$ cat config.mk
export PLATFORM = sky130hd
export DESIGN_NAME = csr_bank
export DESIGN_NICKNAME = d
export VERILOG_FILES = /design/src/source/csr_pkg.sv /design/src/source/csr_access.sv /design/src/source/trap_state.sv /design/src/source/cycle_counters.sv /design/src/source/interrupt_unit.sv /design/src/source/csr_bank.sv
export SDC_FILE = /design/constraint.sdc
export NUM_CORES = 1
export LEC_CHECK = 0
export BUFFER_PORTS_ARGS = -buffer_cell sky130_fd_sc_hd__buf_4
export CAP_MARGIN = 20
export CORE_ASPECT_RATIO = 2
export CORE_UTILIZATION = 40
export CTS_CLUSTER_DIAMETER = 50
export DETAILED_ROUTE_END_ITERATION = 10
export MAX_ROUTING_LAYER = met4
export PLACE_DENSITY = 0.59
export SLEW_MARGIN = 30
export SYNTH_ARGS = -nofsm -noshare
export SYNTH_HDL_FRONTEND = slang
export SYNTH_HIERARCHICAL = 1
export SYNTH_SLANG_ARGS = --single-unit
$ cat constraint.sdc
create_clock -name clk -period 2.65 [get_ports clk]
set_input_delay 0.1325 -clock clk [delete_from_list [all_inputs] [get_ports clk]]
set_output_delay 0.1325 -clock clk [all_outputs]
set_load 0.02 [all_outputs]
$ cat src/source/csr_pkg.sv
// Machine-mode CSRs for RV32 with M and U privilege only; no delegation, PMP or HPM counters
package csr_pkg;

    ////////////////////////////////////////////////////////////
    // Addresses and encodings
    ////////////////////////////////////////////////////////////

    typedef enum logic [11:0] {
        MSTATUS   = 12'h300,
        MISA      = 12'h301,
        MIE       = 12'h304,
        MTVEC     = 12'h305,
        MSCRATCH  = 12'h340,
        MEPC      = 12'h341,
        MCAUSE    = 12'h342,
        MTVAL     = 12'h343,
        MIP       = 12'h344,
        MCYCLE    = 12'hB00,
        MINSTRET  = 12'hB02,
        MCYCLEH   = 12'hB80,
        MINSTRETH = 12'hB82,
        CYCLE     = 12'hC00,    // User aliases, read only
        INSTRET   = 12'hC02,
        CYCLEH    = 12'hC80,
        INSTRETH  = 12'hC82
    } csr_addr_e;

    typedef enum logic [1:0] {
        CSR_WRITE = 2'd0,
        CSR_SET   = 2'd1,
        CSR_CLEAR = 2'd2
    } csr_op_e;

    typedef enum logic [4:0] {
        INSTRUCTION_ADDRESS_MISALIGNED = 5'd0,
        INSTRUCTION_ACCESS_FAULT       = 5'd1,
        ILLEGAL_INSTRUCTION            = 5'd2,
        BREAKPOINT                     = 5'd3,
        LOAD_ADDRESS_MISALIGNED        = 5'd4,
        LOAD_ACCESS_FAULT              = 5'd5,
        STORE_AMO_ADDRESS_MISALIGNED   = 5'd6,
        STORE_AMO_ACCESS_FAULT         = 5'd7,
        ECALL_FROM_UMODE               = 5'd8,
        ECALL_FROM_MMODE               = 5'd11
    } exc_code_e;

    typedef enum logic [4:0] {
        M_SW_INT  = 5'd3,
        M_TIM_INT = 5'd7,
        M_EXT_INT = 5'd11
    } irq_code_e;

    typedef enum logic [1:0] {
        PRIV_U = 2'b00,
        PRIV_M = 2'b11
    } priv_e;

    ////////////////////////////////////////////////////////////
    // Constants and masks
    ////////////////////////////////////////////////////////////

    parameter logic [31:0] MISA_VALUE   = 32'h4010_0100;  // MXL=1, U, I
    parameter logic [31:0] MSTATUS_MASK = 32'h0000_1888;  // MPP, MPIE, MIE
    parameter logic [31:0] MIE_MASK     = 32'h0000_0888;
    parameter logic [31:0] ALIGN_MASK   = 32'hFFFF_FFFC;

    parameter int MIE_BIT  = 3;
    parameter int MPIE_BIT = 7;
    parameter int MPP_LSB  = 11;

    ////////////////////////////////////////////////////////////
    // Port structs
    ////////////////////////////////////////////////////////////

    typedef struct packed {
        logic        read_en;
        logic        write_en;
        logic        killed;
        csr_op_e     op;
        csr_addr_e   addr;
        logic [31:0] data;
    } csr_req_t;

    typedef struct packed {
        logic        raise_exception;
        exc_code_e   exception_code;
        logic        mret;
        logic        interrupt_ack;
        logic [31:0] pc;
        logic [31:0] instruction;
        logic        jump;
        logic [31:0] jump_target;
    } trap_req_t;

    // Already merged and masked
    typedef struct packed {
        logic        valid;
        csr_addr_e   addr;
        logic [31:0] data;
    } csr_write_t;

    typedef struct packed {
        logic [31:0] mstatus;
        logic [31:0] mie;
        logic [31:0] mtvec;
        logic [31:0] mscratch;
        logic [31:0] mepc;
        logic [31:0] mcause;
        logic [31:0] mtval;
    } trap_regs_t;

    typedef struct packed {
        logic [63:0] mcycle;
        logic [63:0] minstret;
    } counters_t;

endpackage

$ cat src/source/csr_access.sv
// Purely combinational; unknown or read-only addresses read as listed and take no write
`timescale 1ns/1ns

module csr_access (
    input  csr_pkg::csr_req_t   req_i,
    input  csr_pkg::trap_regs_t regs_i,
    input  csr_pkg::counters_t  cnt_i,
    input  logic [31:0]         mip_i,
    output logic [31:0]         rdata_o,
    output csr_pkg::csr_write_t wr_o
);

    logic [31:0] cur_val;   // Present content of the addressed CSR
    logic [31:0] wmask;
    logic [31:0] merged;

    ////////////////////////////////////////////////////////////
    // Current value
    ////////////////////////////////////////////////////////////

    always_comb begin
        case (req_i.addr)
            csr_pkg::MSTATUS:   cur_val = regs_i.mstatus;
            csr_pkg::MISA:      cur_val = csr_pkg::MISA_VALUE;
            csr_pkg::MIE:       cur_val = regs_i.mie;
            csr_pkg::MTVEC:     cur_val = regs_i.mtvec;
            csr_pkg::MSCRATCH:  cur_val = regs_i.mscratch;
            csr_pkg::MEPC:      cur_val = regs_i.mepc;
            csr_pkg::MCAUSE:    cur_val = regs_i.mcause;
            csr_pkg::MTVAL:     cur_val = regs_i.mtval;
            csr_pkg::MIP:       cur_val = mip_i;
            // User counter reads alias the machine counters
            csr_pkg::MCYCLE,
            csr_pkg::CYCLE:     cur_val = cnt_i.mcycle[31:0];
            csr_pkg::MCYCLEH,
            csr_pkg::CYCLEH:    cur_val = cnt_i.mcycle[63:32];
            csr_pkg::MINSTRET,
            csr_pkg::INSTRET:   cur_val = cnt_i.minstret[31:0];
            csr_pkg::MINSTRETH,
            csr_pkg::INSTRETH:  cur_val = cnt_i.minstret[63:32];
            default:            cur_val = '0;
        endcase
    end

    ////////////////////////////////////////////////////////////
    // Write masks
    ////////////////////////////////////////////////////////////

    always_comb begin
        case (req_i.addr)
            csr_pkg::MSTATUS:   wmask = csr_pkg::MSTATUS_MASK;
            csr_pkg::MIE:       wmask = csr_pkg::MIE_MASK;
            csr_pkg::MTVEC,
            csr_pkg::MEPC:      wmask = csr_pkg::ALIGN_MASK;   // Word aligned
            csr_pkg::MSCRATCH,
            csr_pkg::MCAUSE,
            csr_pkg::MTVAL,
            csr_pkg::MCYCLE,
            csr_pkg::MCYCLEH,
            csr_pkg::MINSTRET,
            csr_pkg::MINSTRETH: wmask = '1;
            default:            wmask = '0;    // MISA, MIP, user aliases
        endcase
    end

    ////////////////////////////////////////////////////////////
    // Write, set, clear merge
    ////////////////////////////////////////////////////////////

    always_comb begin
        case (req_i.op)
            csr_pkg::CSR_SET:   merged = cur_val | req_i.data;
            csr_pkg::CSR_CLEAR: merged = cur_val & ~req_i.data;
            default:            merged = req_i.data;
        endcase
    end

    assign wr_o.valid = req_i.write_en && !req_i.killed;
    assign wr_o.addr  = req_i.addr;
    assign wr_o.data  = merged & wmask;

    // Read port, gated by the kill
    assign rdata_o = (req_i.read_en && !req_i.killed) ? cur_val : '0;

endmodule

$ cat src/source/trap_state.sv
// Only MIE, MPIE and MPP exist in MSTATUS; MPP accepts any 2-bit value written to it
`timescale 1ns/1ns

module trap_state #(
    parameter logic [31:0] MTVEC_RESET = 32'h0000_0000
) (
    input  logic                clk,
    input  logic                reset_n,
    input  csr_pkg::csr_write_t wr_i,
    input  csr_pkg::trap_req_t  trap_i,
    input  csr_pkg::irq_code_e  irq_code_i,
    output csr_pkg::trap_regs_t regs_o,
    output csr_pkg::priv_e      privilege_o
);

    logic           mstatus_mie;
    logic           mstatus_mpie;
    logic [1:0]     mstatus_mpp;
    logic [31:0]    mie, mtvec, mscratch, mepc, mcause, mtval;
    csr_pkg::priv_e privilege;

    ////////////////////////////////////////////////////////////
    // State update, mret > exception > interrupt > CSR write
    ////////////////////////////////////////////////////////////

    always_ff @(posedge clk or negedge reset_n) begin
        if (!reset_n) begin
            mstatus_mie  <= 1'b0;
            mstatus_mpie <= 1'b0;
            mstatus_mpp  <= 2'b00;
            mie          <= '0;
            mtvec        <= MTVEC_RESET;
            mscratch     <= '0;
            mepc         <= '0;
            mcause       <= '0;
            mtval        <= '0;
            privilege    <= csr_pkg::PRIV_M;
        end
        else if (trap_i.mret) begin
            mstatus_mie <= mstatus_mpie;
            privilege   <= csr_pkg::priv_e'(mstatus_mpp);
        end
        else if (trap_i.raise_exception) begin
            mstatus_mpie <= mstatus_mie;
            mstatus_mie  <= 1'b0;
            mstatus_mpp  <= privilege;
            privilege    <= csr_pkg::PRIV_M;
            mepc         <= trap_i.pc;
            mcause       <= {27'b0, trap_i.exception_code};    // Bit 31 clear
            mtval        <= (trap_i.exception_code == csr_pkg::ILLEGAL_INSTRUCTION)
                            ? trap_i.instruction
                            : trap_i.pc;
        end
        else if (trap_i.interrupt_ack) begin
            mstatus_mpie <= mstatus_mie;
            mstatus_mie  <= 1'b0;
            mstatus_mpp  <= privilege;
            privilege    <= csr_pkg::PRIV_M;
            mcause       <= {1'b1, 26'b0, irq_code_i};
            // Current instruction retires, so return to its successor
            mepc         <= trap_i.jump ? trap_i.jump_target : trap_i.pc + 32'd4;
        end
        else if (wr_i.valid) begin
            case (wr_i.addr)
                csr_pkg::MSTATUS: begin
                    mstatus_mie  <= wr_i.data[csr_pkg::MIE_BIT];
                    mstatus_mpie <= wr_i.data[csr_pkg::MPIE_BIT];
                    mstatus_mpp  <= wr_i.data[csr_pkg::MPP_LSB +: 2];
                end
                csr_pkg::MIE:      mie      <= wr_i.data;
                csr_pkg::MTVEC:    mtvec    <= wr_i.data;
                csr_pkg::MSCRATCH: mscratch <= wr_i.data;
                csr_pkg::MEPC:     mepc     <= wr_i.data;
                csr_pkg::MCAUSE:   mcause   <= wr_i.data;
                csr_pkg::MTVAL:    mtval    <= wr_i.data;
                default: ;  // Not held here
            endcase
        end
    end

    ////////////////////////////////////////////////////////////
    // Register view
    ////////////////////////////////////////////////////////////

    always_comb begin
        regs_o.mstatus                          = '0;
        regs_o.mstatus[csr_pkg::MIE_BIT]        = mstatus_mie;
        regs_o.mstatus[csr_pkg::MPIE_BIT]       = mstatus_mpie;
        regs_o.mstatus[csr_pkg::MPP_LSB +: 2]   = mstatus_mpp;
        regs_o.mie                              = mie;
        regs_o.mtvec                            = mtvec;
        regs_o.mscratch                         = mscratch;
        regs_o.mepc                             = mepc;
        regs_o.mcause                           = mcause;
        regs_o.mtval                            = mtval;
    end

    assign privilege_o = privilege;

endmodule

$ cat src/source/cycle_counters.sv
// Both counters wrap at 2^64; a half-word write wins over the increment of that half only
`timescale 1ns/1ns

module cycle_counters (
    input  logic                clk,
    input  logic                reset_n,
    input  csr_pkg::csr_write_t wr_i,
    input  logic                killed_i,
    output csr_pkg::counters_t  cnt_o
);

    logic [63:0] mcycle, minstret;

    // Increment, then let a CSR write replace the addressed half
    function automatic logic [63:0] count_next(
        input logic [63:0] cur,
        input logic        inc,
        input logic        wr_lo,
        input logic        wr_hi,
        input logic [31:0] data
    );
        logic [63:0] nxt;
        nxt = cur + 64'(inc);
        if (wr_lo)
            nxt[31:0] = data;
        if (wr_hi)
            nxt[63:32] = data;
        return nxt;
    endfunction

    always_ff @(posedge clk or negedge reset_n) begin
        if (!reset_n) begin
            mcycle   <= '0;
            minstret <= '0;
        end
        else begin
            mcycle   <= count_next(mcycle, 1'b1,
                                   wr_i.valid && wr_i.addr == csr_pkg::MCYCLE,
                                   wr_i.valid && wr_i.addr == csr_pkg::MCYCLEH,
                                   wr_i.data);
            minstret <= count_next(minstret, !killed_i,     // Retired when not killed
                                   wr_i.valid && wr_i.addr == csr_pkg::MINSTRET,
                                   wr_i.valid && wr_i.addr == csr_pkg::MINSTRETH,
                                   wr_i.data);
        end
    end

    assign cnt_o.mcycle   = mcycle;
    assign cnt_o.minstret = minstret;

endmodule

$ cat src/source/interrupt_unit.sv
// Level-sensitive irq lines; pending follows irq_i by two cycles and drops on acknowledge
`timescale 1ns/1ns

module interrupt_unit (
    input  logic               clk,
    input  logic               reset_n,
    input  logic [31:0]        irq_i,
    input  logic               mstatus_mie_i,
    input  logic [31:0]        mie_i,
    input  logic               interrupt_ack_i,
    output logic [31:0]        mip_o,
    output logic               pending_o,
    output csr_pkg::irq_code_e irq_code_o
);

    logic [31:0] mip;
    logic [31:0] active;    // Pending and enabled
    logic        raise;

    assign active = mip & mie_i;
    assign raise  = mstatus_mie_i && (active != '0) && !interrupt_ack_i;

    always_ff @(posedge clk or negedge reset_n) begin
        if (!reset_n) begin
            mip       <= '0;
            pending_o <= 1'b0;
        end
        else begin
            mip       <= irq_i;
            pending_o <= raise;
        end
    end

    // Cause held until the next raise, external first
    always_ff @(posedge clk) begin
        if (raise) begin
            if (active[11])
                irq_code_o <= csr_pkg::M_EXT_INT;
            else if (active[3])
                irq_code_o <= csr_pkg::M_SW_INT;
            else if (active[7])
                irq_code_o <= csr_pkg::M_TIM_INT;
        end
    end

    assign mip_o = mip;

endmodule

$ cat src/source/csr_bank.sv
// CSR reads are combinational; writes, traps and mret take effect on the next clock edge
`timescale 1ns/1ns

module csr_bank #(
    parameter logic [31:0] MTVEC_RESET = 32'h0000_0000
) (
    input  logic                 clk,
    input  logic                 reset_n,

    input  csr_pkg::csr_req_t    req_i,
    input  csr_pkg::trap_req_t   trap_i,
    input  logic [31:0]          irq_i,

    output logic [31:0]          rdata_o,
    output logic                 interrupt_pending_o,
    output csr_pkg::priv_e       privilege_o,
    output logic [31:0]          mepc_o,
    output logic [31:0]          mtvec_o
);

    csr_pkg::csr_write_t wr;        // Masked write to the state holders
    csr_pkg::trap_regs_t regs;
    csr_pkg::counters_t  cnt;
    logic [31:0]         mip;
    csr_pkg::irq_code_e  irq_code;

    assign mepc_o  = regs.mepc;
    assign mtvec_o = regs.mtvec;

    csr_access access0 (
        .req_i   (req_i),
        .regs_i  (regs),
        .cnt_i   (cnt),
        .mip_i   (mip),
        .rdata_o (rdata_o),
        .wr_o    (wr)
    );

    trap_state #(
        .MTVEC_RESET (MTVEC_RESET)
    ) trap0 (
        .clk         (clk),
        .reset_n     (reset_n),
        .wr_i        (wr),
        .trap_i      (trap_i),
        .irq_code_i  (irq_code),
        .regs_o      (regs),
        .privilege_o (privilege_o)
    );

    cycle_counters counters0 (
        .clk      (clk),
        .reset_n  (reset_n),
        .wr_i     (wr),
        .killed_i (req_i.killed),   // Retire count follows the pipeline kill
        .cnt_o    (cnt)
    );

    interrupt_unit irq0 (
        .clk             (clk),
        .reset_n         (reset_n),
        .irq_i           (irq_i),
        .mstatus_mie_i   (regs.mstatus[csr_pkg::MIE_BIT]),
        .mie_i           (regs.mie),
        .interrupt_ack_i (trap_i.interrupt_ack),
        .mip_o           (mip),
        .pending_o       (interrupt_pending_o),
        .irq_code_o      (irq_code)
    );

endmodule

==> results of run 1 <==
[kinds of logic (layout without fill, tap and decap cells)]
logic type	count (synthesis)	after routing	share of synthesized area
AND/OR/NAND/NOR	862	862	0.189
AO/OA/AOI/OAI	600	600	0.175
other	3	33	0.000484
flip-flops	361	361	0.389
multiplexers	288	288	0.138
XOR/XNOR	137	137	0.0516
adder cells (fa/ha/maj)	6	6	0.00323
buffers and inverters	246	975	0.0538
[path summary, 6_finish.rpt]
kind / start / endpoint / slack (ns)
min in group asynchronous: reset_n / trap0/mcause[4] / 0.14
worst min register to register: trap0/mscratch[7] / trap0/mscratch[7] / 0.49
worst max register to register: trap0/mepc[25] / trap0/mepc[25] / -0.006
worst min-delay path: trap_i[59] / trap0/mtval[26] / 0.01
max in group asynchronous: reset_n / counters0/mcycle[54] / 1.61
worst max-delay path: trap0/mepc[25] / trap0/mepc[25] / -0.006
[routing by layer]
metal	GRT usage	vias to the layer above	share of wire
met5	-	-	0
met4	0.339	0	0.098
met3	0.0462	493	0.049
met2	0.736	1201	0.51
met1	0.417	12000	0.34
li1	-	10600	-
[through the flow]
stage | util | hold slack, ns
floorplan | - | -0.163
global placement | 0.516 | 0.164
detailed placement | 0.516 | 0.167
CTS | 0.557 | 0.00184
global route | 0.560 | 0.0178
finish | 0.560 | 0.0129
[where the power goes]
part	internal, uW	switching, uW
Combinational	1170	1390
Clock	2990	2440
Sequential	5830	373
Total	9990	4210
[Yosys cell counts, types with 6 or more instances]
cell type  number  share of area
buf_1          10         0.0016
nand3_1        93          0.020
nor4_1         32         0.0086
o32ai_1        11         0.0041
and4_1          9         0.0034
a32oi_1        13         0.0049
xor2_1         55          0.021
o211a_1        24          0.010
nand2_1       169          0.027
and3_1         24         0.0065
buf_6           7         0.0034
buf_2          38         0.0082
ha_1            6         0.0032
mux2i_1       111          0.048
a211oi_1       12         0.0039
a22o_1         38          0.014
nand4_1        52          0.014
dfrtp_1       357           0.38
inv_1          35         0.0056
mux2_2        161          0.078
or2_2          10         0.0027
o2bb2ai_1      10         0.0038
nor3b_1         6         0.0019
or3_1          17         0.0046
o21ai_0       103          0.022
mux4_2          9         0.0087
a221oi_1       26         0.0098
nor2b_1        16         0.0043
a21oi_1       171          0.037
clkbuf_1       95          0.015
nor4_2          6         0.0032
and2_1          9         0.0024
nand2b_1        9         0.0024
xnor2_1        82          0.031
nor2_1        289          0.047
buf_4          60          0.019
a31oi_1        19         0.0051
or4_1          12         0.0039
a22oi_1        50          0.016
nand3b_1        6         0.0019
o22ai_1        28         0.0075
o211ai_1       30         0.0097
nor3_1         62          0.013
[timing repair]
item | CTS | global route
setup buffers | 6 | 9
gates cloned | 0 | 0
hold endpoints to repair | 138 | 0
endpoints found under the setup margin | 41 | 42
gates resized for setup | 22 | 33
hold buffers | 93 | 0
pin swaps | 4 | 14
[critical path, delay by kind of cell (launching register included)]
| kind | cells | cell delay (ns) |
|---|---|---|
| AOI/OAI and AO/OA | 5 | 1.38 |
| and+or+nand+nor | 2 | 0.25 |
| muxes | 1 | 0.47 |
| DFF | 1 | 0.39 |
[area by class of cell]
| class | count | share of cell area |
|---|---|---|
| antenna | 2 | 0.000156 |
| clock buffer | 49 | 0.0326 |
| clock inverter | 13 | 0.00456 |
| inverter | 36 | 0.00429 |
| multi-input combinational | 1924 | 0.417 |
| sequential | 361 | 0.282 |
| tap | 756 | 0.0295 |
| timing repair buffer | 877 | 0.230 |
==> results.yml, run 1 <==
cells_and_area:
  fin_cells: 4018
  mostFrequentLayoutCells: "buf_4 (736), dfrtp_1 (355), nor2_1 (284), nand2_1 (169), a21oi_1 (168)"
  drive_above_1_share: 0.342
  fill_cells: 5224
  top_regs: "counters0/mcycle: 64 flops, counters0/minstret: 64 flops"
  final_cell_area_um2: 32100
  seqCellArea_um2: 9050
  final_common_cell: "buf_4"
  multiInputGateArea_um2: 13400
  nets: 3433
  syn2layout_area_growth_pct: 37.9
worst_setup_path:
  cp_cell_sequence: "mux4_2, a22o_1, a222oi_1, nor2_1, o211a_1, a221o_1, nor3_2, o31ai_1"
  arrival_ns: 3.08
  path_max_fanout: 3
  max_stage_delay_ns: 0.47
  cp-end-kind: "register"
  start_kind: "register"
  cp_slowest_cell: "mux4_2"
  required_ns: 3.07
  path_class: "register to register"
  ff2ff_path_depth: 8
timing:
  fin_skew_ns: 0.0238
  grt_setup_unrepaired: "true"
  finalHoldViolations: 0
  period_minus_slack_ns: 2.66
  tightest_slew_ns: 0.944
  finalCritPeriodShare: 1.00
  fin_tns_setup_ns: -0.00568
  timing.slew.headroom: 0.371
  maxSlewViolCount: 0
  final.setup.worst_slack_ns: -0.00568
  setup-violations-final: 1
  max_freq_ghz: 0.377
grt:
  grt_max_degree: 77
  grt_pass1_vias: 25000
  grt_use_total: 0.418
  grt_pass1_wl_um: 173000
  overflow: 0
  antenna_found_initial: 3
power:
  leakagePower_uw: 0.0145
  power_density_nw_per_um2: 443
  ir_drop_mv: 0.372
  post-layout-total-power_uw: 14200
cts:
  htree_levels: 2
  numCtsBuffers: 39
  cts.sinks: 361
  clock_latency_ns: 0.58
  cts_root_buf: "clkbuf_16"
  cts_tree: "yes"
  cts.path.max_buffers: 3
  clk_pin_slew_ns: 0.06
die:
  num_rows: 124
  die_h_um: 343
  dieArea_um2: 59200
  die_w_um: 173
  pin_count: 287
  initial_utilization: 0.406
  core-area_um2: 57200
detailed_routing:
  via_per_inst: 6.06
  routedWlPerCell_um: 30.2
  ant_nets: 0
  vias: 24400
  drc_errors: 0
  dr.pass1.iters: 7
  drt_iter0_drc: 1993
  routed_wl_um: 121000
place:
  dp_cells: 3846
  gp_congestion: 1.05
  dp_hpwl_um: 95700
  port_buffers: 286
  placedInstanceArea_um2: 29600
  dp_slack_ns: -0.489
synth:
  ys_ff_latch: 361
  syn_area_per_cell_um2: 9.29
  yosysWarnings: 6
  ys_types: 102
  synth-main-ff-cell: "dfrtp_1"
  synthCells: 2503
  ys_async_sr_fraction: 0.994
  ys_seq_area_frac: 0.389
  syn_area_um2: 23300
  synth-edff-count: 2
hold_path:
  min_path_type: "input pin to register"
  hold_depth: 4
run_status:
  status: "finished, violations left"
  violations: "setup timing"
job:
  maxCapViolCount: 0
No activity file was read; power rests on OpenSTA's default activity.
==> run 2: changes to the inputs <==
PLACE_DENSITY = 0.61   (was 0.59)
==> run 2 against run 1 <==
  * The run now ends clean
  * Flip-flop and latch count did not move
  * Design area shrank 0.24%
  * Wire length increased by 1.5%
  * Critical endpoint is now rdata_o[14]
  * Clock-buffer cell count increased by 6
  * Largest power group unchanged
  * Non-clock buffer count fell by 2
==> results.yml, run 2 (synthesis gave the netlist of run 1 again) <==
worst_setup_path:
  arrival_ns: 2.50
  worstReg2RegStart: "counters0/minstret[0]"
  startpoint: "req_i[35]"
  start_kind: "input pin"
  cp_cell_sequence: "buf_4, buf_4, or4b_1, o32ai_2, a22oi_1, buf_4, a31oi_1, buf_4"
  rr_endpoint: "counters0/minstret[33]"
  cp.depth: 8
  max_stage_delay_ns: 0.70
  endpoint: "rdata_o[14]"
  path_class: "input pin to primary output"
  ff2ff_path_depth: 8
  path_max_fanout: 14
  crit_top_cell: "buf_4"
  required_ns: 2.52
  cp-end-kind: "primary output"
  crit_family: "compound AO/OA/AOI/OAI gates"
  critical_path_buf_inv_count: 4
  cp_slowest_cell: "or4b_1"
  r2r_slack_ns: 0.05
power:
  ir_drop_mv: 0.372
  leakagePower_uw: 0.0145
  power_density_nw_per_um2: 450
cts:
  numCtsBuffers: 38
  htree_levels: 2
  cts.sinks: 361
  clk_pin_slew_ns: 0.06
  cts_tree: "yes"
  cts_root_buf: "clkbuf_16"
  clock_latency_ns: 0.59
  cts.path.max_buffers: 3
die:
  dieArea_um2: 59200
  die_w_um: 173
  core-area_um2: 57200
  num_rows: 124
  die_h_um: 343
  initial_utilization: 0.406
  pin_count: 287
timing:
  finalCritPeriodShare: 0.994
  grt_setup_unrepaired: "false"
  setup-violations-final: 0
  final.setup.worst_slack_ns: 0.0171
  period_minus_slack_ns: 2.63
  finalHoldViolations: 0
  fin_hold_ws_ns: 0.0176
  maxSlewViolCount: 0
  timing.slew.headroom: 0.434
  fin_skew_ns: 0.0277
  max_freq_ghz: 0.380
  fin_tns_setup_ns: 0
  tightest_slew_ns: 0.850
run_status:
  status: "complete, no violations"
detailed_routing:
  dr.pass1.iters: 9
  routedWlPerCell_um: 30.6
  via_per_inst: 6.09
  vias: 24500
  drt_iter0_drc: 2163
  ant_nets: 0
  routed_wl_um: 123000
  drc_errors: 0
cells_and_area:
  final_common_cell: "buf_4"
  fin_cells: 4021
  n_antenna_cell: 0
  final_cell_area_um2: 32000
  drive_above_1_share: 0.338
  syn2layout_area_growth_pct: 37.6
  nets: 3430
  top_regs: "counters0/mcycle: 64 flops, counters0/minstret: 64 flops"
  fill_cells: 5219
  mostFrequentLayoutCells: "buf_4 (739), dfrtp_1 (356), nor2_1 (286), nand2_1 (169), a21oi_1 (169)"
hold_path:
  min_from: "trap_i[55]"
  min_path_type: "input pin to register"
grt:
  antenna_found_initial: 1
  grt_max_degree: 81
  grt_use_total: 0.422
  grt_pass1_vias: 25000
  grt_pass1_wl_um: 174000
  overflow: 0
place:
  dp_hpwl_um: 97900
  dp_slack_ns: -0.470
  placedInstanceArea_um2: 29600
  port_buffers: 286
  gp_congestion: 1.06
  dp_cells: 3854
job:
  maxCapViolCount: 0
-- run 2: changes by cell type in the layout (fill, tap and decap cells not counted), moves of 3 or more --
cell / previous run / this run
buf_12: 43 / 39
clkbuf_8: 1 / 5
a211oi_2: 5 / 2
a22oi_1: 47 / 50
a22oi_2: 4 / 1
buf_4: 736 / 739
buf_6: 4 / 1
clkbuf_1: 8 / 11
clkinv_4: 3 / 0
clkinv_8: 1 / 4
nor3_1: 58 / 61
nor3_2: 5 / 2
-- run 2: how the worst min path moves through the flow --
stage	endpoint	slack, ns	cells past startpoint
5_1_grt	trap0/mtval[3]	0.03	4
3_3_place_gp	trap0/mcause[10]	0.24	1
4_1_cts	trap0/mtval[22]	0.003	4
6_report	trap0/mtval[22]	0.02	4
2_1_floorplan	counters0/mcycle[0]	-0.16	0
3_5_place_dp	trap0/mcause[10]	0.23	1
-- run 2: worst min-delay path, cell delays in order --
cell	delay, ns
buf_4	0.08
mux2i_1	0.07
a21oi_1	0.14
mux2_2	0.15
-- run 2: layout make-up --
type	count	area, um^2	area share
repair buffers	875	7310	0.228
inverters	36	138	0.00430
flip-flops and latches	361	9050	0.283
clock buffers	55	1090	0.0339
clock inverters	14	196	0.00614
well taps	756	946	0.0296
multi-input cells	1924	13300	0.415
-- run 2: through the flow --
| stage | power, uW | util |
|---|---|---|
| after floorplan | 7280 | - |
| after global placement | 8580 | 0.517 |
| after detailed placement | 8610 | 0.517 |
| after CTS | 14400 | 0.557 |
| after global routing | 14800 | 0.559 |
| final | 14400 | 0.559 |
-- run 2: repair_timing --
action | in CTS | in global routing
setup endpoints to repair | 19 | 38
hold endpoints to repair | 140 | 0
buffers inserted | 0 | 3
resized for setup | 9 | 22
gates cloned | 0 | 0
pin swaps | 0 | 11
hold buffers | 95 | 0
-- run 2: layer usage --
metal | track usage | part of all wire | up-vias | routed length (um)
met4 | 0.351 | 0.099 | 0 | 12200
li1 | - | - | 10600 | -
met2 | 0.738 | 0.51 | 1304 | 62200
met1 | 0.423 | 0.34 | 12100 | 42300
met5 | - | 0 | - | 0
met3 | 0.0439 | 0.051 | 489 | 6230
-- run 2: report_power, final --
| part | internal (uW) | switching (uW) |
|---|---|---|
| sequential | 5820 | 409 |
| clock | 3190 | 2520 |
| combinational | 1130 | 1330 |
| total | 10100 | 4250 |
